$ cat config.mk
export PLATFORM = sky130hd
export DESIGN_NAME = rsa_regs
export DESIGN_NICKNAME = d
export VERILOG_FILES = /design/src/hdl/rsa_reg_pkg.sv /design/src/hdl/rsa_pkg.sv /design/src/hdl/rsa_regs.sv
export SDC_FILE = /design/constraint.sdc
export NUM_CORES = 2
export LEC_CHECK = 0
export ABC_CLOCK_PERIOD_IN_PS = 33400
export BUFFER_PORTS_ARGS = -buffer_cell sky130_fd_sc_hd__buf_2
export CORE_AREA = 2 2 426 428
export CTS_BUF_LIST = sky130_fd_sc_hd__clkbuf_4
export DETAILED_ROUTE_END_ITERATION = 8
export DIE_AREA = 0 0 428 430
export GPL_ROUTABILITY_DRIVEN = 1
export PLACE_DENSITY = 0.56
export SLEW_MARGIN = 20
export SYNTH_ARGS = -nofsm -noshare
export SYNTH_HDL_FRONTEND = slang
export SYNTH_SLANG_ARGS = --single-unit
$ cat constraint.sdc
create_clock -name i_clk -period 33.4 [get_ports i_clk]
set_input_delay 1.67 -clock i_clk [delete_from_list [all_inputs] [get_ports i_clk]]
set_output_delay 1.67 -clock i_clk [all_outputs]
set_load 0.03 [all_outputs]
$ cat src/hdl/rsa_reg_pkg.sv
package rsa_reg_pkg;

	// word addresses in 32-bit words
	localparam logic [7:0] REG_N_BASE   = 8'd0;
	localparam logic [7:0] REG_D_BASE   = 8'd8;
	localparam logic [7:0] REG_A_BASE   = 8'd16;
	localparam logic [7:0] REG_RES_BASE = 8'd24; // read only
	localparam logic [7:0] REG_CMD      = 8'd32;
	localparam logic [7:0] REG_STATUS   = 8'd33;

	// bit positions inside the command and status words
	localparam int CMD_START_BIT  = 0;
	localparam int STAT_BUSY_BIT  = 0;
	localparam int STAT_DONE_BIT  = 1;

	// host write with a one-cycle strobe per word
	typedef struct packed {
		logic        wr;
		logic [7:0]  addr;
		logic [31:0] data;
	} host_wr_t;

endpackage

$ cat src/hdl/rsa_pkg.sv
package rsa_pkg;

	// upper bound for the operand width, the job struct is sized to this
	localparam int MAX_WIDTH = 256;

	// one exponentiation job as the register block hands it to the core
	// modules use only the low WIDTH bits of each field
	typedef struct packed {
		logic [MAX_WIDTH-1:0] n; // modulus, odd
		logic [MAX_WIDTH-1:0] d; // private key
		logic [MAX_WIDTH-1:0] a; // ciphertext, below n
	} rsa_job_t;

	// bits needed to hold a count from 0 up to and including width
	function automatic int cnt_width(input int width);
		int bits;
		bits = 1;
		while ((1 << bits) <= width) begin
			bits++;
		end
		return bits;
	endfunction

endpackage
$ cat src/hdl/rsa_regs.sv
`timescale 1ns/100ps

// host register block, word writes in and combinational word reads out
module rsa_regs
	import rsa_pkg::*;
	import rsa_reg_pkg::*;
#(
	parameter int WIDTH = 256
) (
	input  logic             i_clk,
	input  logic             i_rst,
	input  host_wr_t         i_host,
	input  logic [7:0]       i_rd_addr,
	output logic [31:0]      o_rd_data,
	output rsa_job_t         o_job,
	output logic             o_start,
	input  logic             i_busy,
	input  logic             i_done,
	input  logic [WIDTH-1:0] i_result
);

	localparam int NWORDS = WIDTH / 32;

	logic [31:0] n_w   [NWORDS];
	logic [31:0] d_w   [NWORDS];
	logic [31:0] a_w   [NWORDS];
	logic [31:0] res_w [NWORDS];
	logic        done_r; // sticky until the next start
	logic        cmd_go;

	// true when addr falls inside the used words of a region
	function automatic logic in_region(input logic [7:0] addr, input logic [7:0] base);
		return (addr >= base) && (addr < base + 8'(NWORDS));
	endfunction

	assign cmd_go = i_host.wr && (i_host.addr == REG_CMD) && i_host.data[CMD_START_BIT];

	always_ff @(posedge i_clk or posedge i_rst) begin
		if (i_rst) begin
			for (int i = 0; i < NWORDS; i++) begin
				n_w[i]   <= '0;
				d_w[i]   <= '0;
				a_w[i]   <= '0;
				res_w[i] <= '0;
			end
			o_start <= 1'b0;
			done_r  <= 1'b0;
		end else begin
			if (i_host.wr) begin
				if (in_region(i_host.addr, REG_N_BASE)) n_w[i_host.addr[2:0]] <= i_host.data;
				if (in_region(i_host.addr, REG_D_BASE)) d_w[i_host.addr[2:0]] <= i_host.data;
				if (in_region(i_host.addr, REG_A_BASE)) a_w[i_host.addr[2:0]] <= i_host.data;
			end
			o_start <= cmd_go && !i_busy && !o_start; // dropped while a run is on
			if (o_start) begin
				done_r <= 1'b0;
			end else if (i_done) begin
				done_r <= 1'b1;
				for (int i = 0; i < NWORDS; i++) begin
					res_w[i] <= i_result[i*32 +: 32];
				end
			end
		end
	end

	always_comb begin
		o_job = '0; // upper words stay zero below MAX_WIDTH
		for (int i = 0; i < NWORDS; i++) begin
			o_job.n[i*32 +: 32] = n_w[i];
			o_job.d[i*32 +: 32] = d_w[i];
			o_job.a[i*32 +: 32] = a_w[i];
		end
	end

	always_comb begin
		o_rd_data = '0;
		if (in_region(i_rd_addr, REG_N_BASE)) begin
			o_rd_data = n_w[i_rd_addr[2:0]];
		end else if (in_region(i_rd_addr, REG_D_BASE)) begin
			o_rd_data = d_w[i_rd_addr[2:0]];
		end else if (in_region(i_rd_addr, REG_A_BASE)) begin
			o_rd_data = a_w[i_rd_addr[2:0]];
		end else if (in_region(i_rd_addr, REG_RES_BASE)) begin
			o_rd_data = res_w[i_rd_addr[2:0]];
		end else if (i_rd_addr == REG_STATUS) begin
			o_rd_data[STAT_BUSY_BIT] = i_busy;
			o_rd_data[STAT_DONE_BIT] = done_r;
		end
	end

endmodule

After elaboration in Yosys (flattened, before gate mapping)
Index checks and enable logic that the tools add are counted.
W data, S select, Z words.
{"block": "classes", "mul": 0, "n_bitwise": 3, "n_reduce_logical": 19, "eq_ne": 2, "shifts": 0, "magnitude_cmp": 17, "n_addsub": 0, "muxes": 25, "n_div": 0}
{"operator": "$bwmux W256", "count": 3}
{"operator": "$bmux W32 S3", "count": 4}
{"operator": "$mux W32", "count": 12}
{"operator": "$demux W32 S3", "count": 1}
{"operator": "$lt A8 B5 Y1 const B", "count": 4}
{"operator": "$mux W30", "count": 1}
{"operator": "$ge A8 B5 Y1 const B", "count": 3}
{"operator": "$eq A8 B6 Y1 const B", "count": 2}
{"operator": "$ge A8 B1 Y1 const B", "count": 2}
{"operator": "$ge A8 B4 Y1 const B", "count": 2}
{"operator": "$lt A8 B4 Y1 const B", "count": 2}
{"operator": "$logic_and A1 B1 Y1", "count": 12}
{"operator": "$ge A4 B4 Y1 const B", "count": 2}
{"operator": "$lt A8 B6 Y1 const B", "count": 1}
{"operator": "$not A3 Y4", "count": 2}
{"operator": "$reduce_and A2 Y1", "count": 4}
{"operator": "$lt A4 B1 Y1 const B", "count": 1}
{"operator": "$mux W2", "count": 2}
{"operator": "$logic_not A1 Y1", "count": 2}
{"operator": "$mux W1", "count": 2}
{"operator": "$reduce_bool A2 Y1", "count": 1}
{"operator": "$not A1 Y1", "count": 1}
{"block": "totals", "n_memories": 0, "reg_bits": 1026, "word_cells": 100, "in_bits": 309, "output_inout_bits": 801, "rom_bits": 0, "latch_bits": 0, "ramBits": 0}

Longest topological paths before layout
{"block": "depth", "word_depth": 8, "ltp_mapped": 8}

Least setup slack after synthesis
Ideal clock, no wire load.
{"block": "synth_path", "path_type": "input -> output", "from": "in i_rd_addr[0]", "to": "out o_rd_data[16]", "path_stages": 8, "path_buffers": 5, "arrival_time_ns": 3.464, "path_slack_ns": 28.266, "cell_sequence": "clkbuf_1 -> buf_2 -> buf_2 -> buf_4 -> buf_2 -> mux4_2 -> mux2i_1 -> o221ai_1"}
{"block": "synth_between", "elab_chain_cells": 8, "word_cells_on_any_way": 29}
{"item": "from (decl)", "line_no": "rsa_regs.sv:13", "text": "input logic [7:0] i_rd_addr,"}
{"item": "parallel branches: the longest is 7 deep, another holds $ge A8 B5 Y1"}
{"item": "$mux W32 (*)", "line_no": "rsa_regs.sv:77", "text": "if (in_region(i_rd_addr, REG_N_BASE)) begin"}
{"item": "to (decl)", "line_no": "rsa_regs.sv:14", "text": "output logic [31:0] o_rd_data,"}
Mark *: on every way between the ends. The select of a mux whose other input is x is not followed.

Final worst setup path
{"block": "layout_path", "from": "in i_rd_addr[0]", "to": "out o_rd_data[20]"}
The elaborated chain is that of the path after synthesis.

==> impl_metrics.env <==
export IMPL_outcome="completed"
export IMPL_fill_cells=18144
export IMPL_grt_pass1_vias=34893
export IMPL_p_leak_nw=29.6
export IMPL_grt_usage=0.240
export IMPL_synth_nets=3157
export IMPL_yosysUniqueCellTypes=42
export IMPL_cp_cell_sequence="buf_8, buf_4, buf_4, buf_4, mux4_2, mux2i_1, o22a_1, o221ai_1, buf_2"
export IMPL_dieArea_sq_mm=0.184
export IMPL_path_buf_inv=5
export IMPL_clk_latency_ns=1.37
export IMPL_fin_total_pwr_mw=3.00
export IMPL_yosys_register_bits=1026
export IMPL_power_per_cell_area_mw_per_mm2=51.6
export IMPL_worst_pin_slew_ns=1.15
export IMPL_ant_nets=0
export IMPL_vias_per_cell=5.11
export IMPL_drv_slew=0
export IMPL_met3_length_mm=15.6
export IMPL_met1_length_mm=82.9
export IMPL_yosys_warnings=0
export IMPL_grt_start_max_net_pins=150
export IMPL_wl_met2_mm=113
export IMPL_critPathKind="in -> out"
export IMPL_synthTopCellsByArea="dfrtp_1, mux2_2, mux4_2"
export IMPL_startpoint_type="primary input"
export IMPL_place_gp_congestion=0.953
export IMPL_synth_cells=2848
export IMPL_cpMaxStageDelayCell="buf_4"
export IMPL_hold_path_class="reg -> reg"
export IMPL_end_kind="output pin"
export IMPL_fin_crit_sh=0.219
export IMPL_slowest_delay_ns=0.74
export IMPL_fin_nets=4391
export IMPL_cp_top_family="buffers and inverters"
export IMPL_cts_tree="built"
export IMPL_syn2layout_area_growth_pct=25.6
export IMPL_die_h_um=430
export IMPL_final_cells=6660
export IMPL_slew_headroom=0.235
export IMPL_io_buffers=1109
export IMPL_clk_path_buf_depth=4
export IMPL_period_needed_ns=7.32
export IMPL_skew_ns=0.0765
export IMPL_coreArea_sq_mm=0.180
export IMPL_clkPwrFrac=0.394
export IMPL_yosys_cell_count_top_type="dfrtp_1"
export IMPL_ir_worst_vdd_mv=0.0361
export IMPL_grt_pass1_wl_mm=305
export IMPL_cts_made_buffers=317
export IMPL_synth_top_cell_by_area="dfrtp_1"
export IMPL_drt_wl_total_mm=225
export IMPL_cp_required_ns=31.73
export IMPL_hold_buffers=0
export IMPL_worstPathArrival_ns=5.65
export IMPL_worstPathMaxFanout=41
export IMPL_cts_root_buf="clkbuf_4"
export IMPL_dp_hpwl_mm=164
export IMPL_cts_setup_buffers=0
export IMPL_cell_internal_pwr_mw=2.09
export IMPL_boundaryPins=1110
export IMPL_p_switching_uw=916
export IMPL_avgSynthCellArea_sq_um=16.3
export IMPL_synth_area_sq_mm=0.0464
export IMPL_postSynth_asyncResetShare=1.00
export IMPL_synthTopCellsByCount="dfrtp_1, mux2_2, mux4_2"
export IMPL_drive_above_1_share=0.659
export IMPL_detail_route_wl_per_cell_um=33.9
export IMPL_hold_slack_ns=0.501
export IMPL_vias=34035
export IMPL_highest_layer="met5"
export IMPL_p_sw_frac=0.305
export IMPL_fmax_ghz=0.137
export IMPL_overflow=0
export IMPL_cts_resized=0
export IMPL_die_x_um=428
export IMPL_pwr_share_seq=0.461
export IMPL_timing_setup_tns_ns=0
export IMPL_rsz0062_at_grt="no"
export IMPL_power_frac_comb=0.145
export IMPL_ys_seq_area_frac=0.554
export IMPL_dr_pass1_iters=5
export IMPL_synth_top_area_frac=0.554
export IMPL_cts_max_level=5
export IMPL_clk_pin_slew_ns=0.05
export IMPL_hold_viol=0
export IMPL_cap_violations=0
export IMPL_setup_violations=0
export IMPL_synth_edf_count=0
export IMPL_dp_cells=6133
export IMPL_antenna_found_initial=22
export IMPL_rows=156
export IMPL_initial_utilization=0.258
export IMPL_drt_initial_drc_count=2413
export IMPL_clock_sinks=1026
export IMPL_drc=0
export IMPL_synth_flop_cell="dfrtp_1"
export IMPL_cpMostUsedCell="buf_4"
[per-layer routing]
metal,vias up,track usage
met4,6,0.135
met1,18398,0.272
met2,1689,0.409
met5,-,0
li1,13439,-
met3,503,0.0627
[stage by stage]
stage | util | area (sq um) | setup slack (ns)
floorplan | - | 46400 | 2.86
global placement | 0.303 | 54500 | 25.91
detailed placement | 0.304 | 54600 | 25.94
CTS | 0.324 | 58200 | 25.92
global route | 0.324 | 58200 | 25.81
finish | 0.324 | 58300 | 26.08
[cells by family after synthesis]
family,Yosys count,share of synthesized area
multiplexers,1389,0.397
AND/OR/NAND/NOR,81,0.00996
AO/OA/AOI/OAI,80,0.0146
flip-flops,1026,0.554
buffers and inverters,272,0.0252
[power by group through the flow]
stage,clock network [mW],logic [mW],registers (mW)
2_1_floorplan,0,0.180,1.47
3_3_place_gp,0,0.438,1.40
3_5_place_dp,0,0.443,1.40
4_1_cts,1.22,0.444,1.38
5_1_grt,1.29,0.456,1.39
6_report,1.18,0.435,1.38
[worst reg2reg max path, stage by stage, from the launching register on]
cell and delay (ns):
dfrtp_1 0.47, nor2b_4 0.49, buf_4 0.81, buf_4 0.82
buf_4 0.84, mux2_2 0.44
[flip-flops by register name (all words and copies together), names as in the netlist]
register and flops:
o_job 768, res_w 256, done_r 1, o_start 1
[layout by cell type (no fill, tap or decap), types with 5 or more instances in the layout]
cell and instances:
diode_2 13, clkinv_1 48, inv_2 8, o221ai_1 30, mux2i_1 105, clkbuf_4 448, mux2_2 884, mux2_1 142
mux4_2 256, buf_4 59, o22a_1 27, clkinv_2 9, nor2_1 5, inv_1 10, nand3_1 8, nand4_1 9
buf_2 1106, nor2_4 16, dfrtp_1 1026, nand2b_4 7
[final cells by class]
class | count | area, sq um | area share
Multi-Input combinational cell | 1550 | 19800 | 0.339
Sequential cell | 1026 | 25700 | 0.441
Timing Repair Buffer | 1174 | 6120 | 0.105
Clock buffer | 448 | 3360 | 0.0577
Antenna cell | 13 | 32.5 | 0.000558
Inverter | 13 | 61.3 | 0.00105
Tap cell | 2370 | 2970 | 0.0509
Clock inverter | 66 | 267 | 0.00457
[worst paths after layout]
check	start	end	slack, ns	depth (start not counted)
setup / recovery	i_rd_addr[0]	o_rd_data[20]	26.08	9
hold / removal	res_w[174]	res_w[174]	0.50	1
setup reg to reg	o_start	res_w[15]	29.36	5
hold reg to reg	res_w[174]	res_w[174]	0.50	1
max in group asynchronous	i_rst	o_job[397]	28.82	6
min in group asynchronous	i_rst	o_job[218]	0.54	2
(Power assumes the default switching activity.)
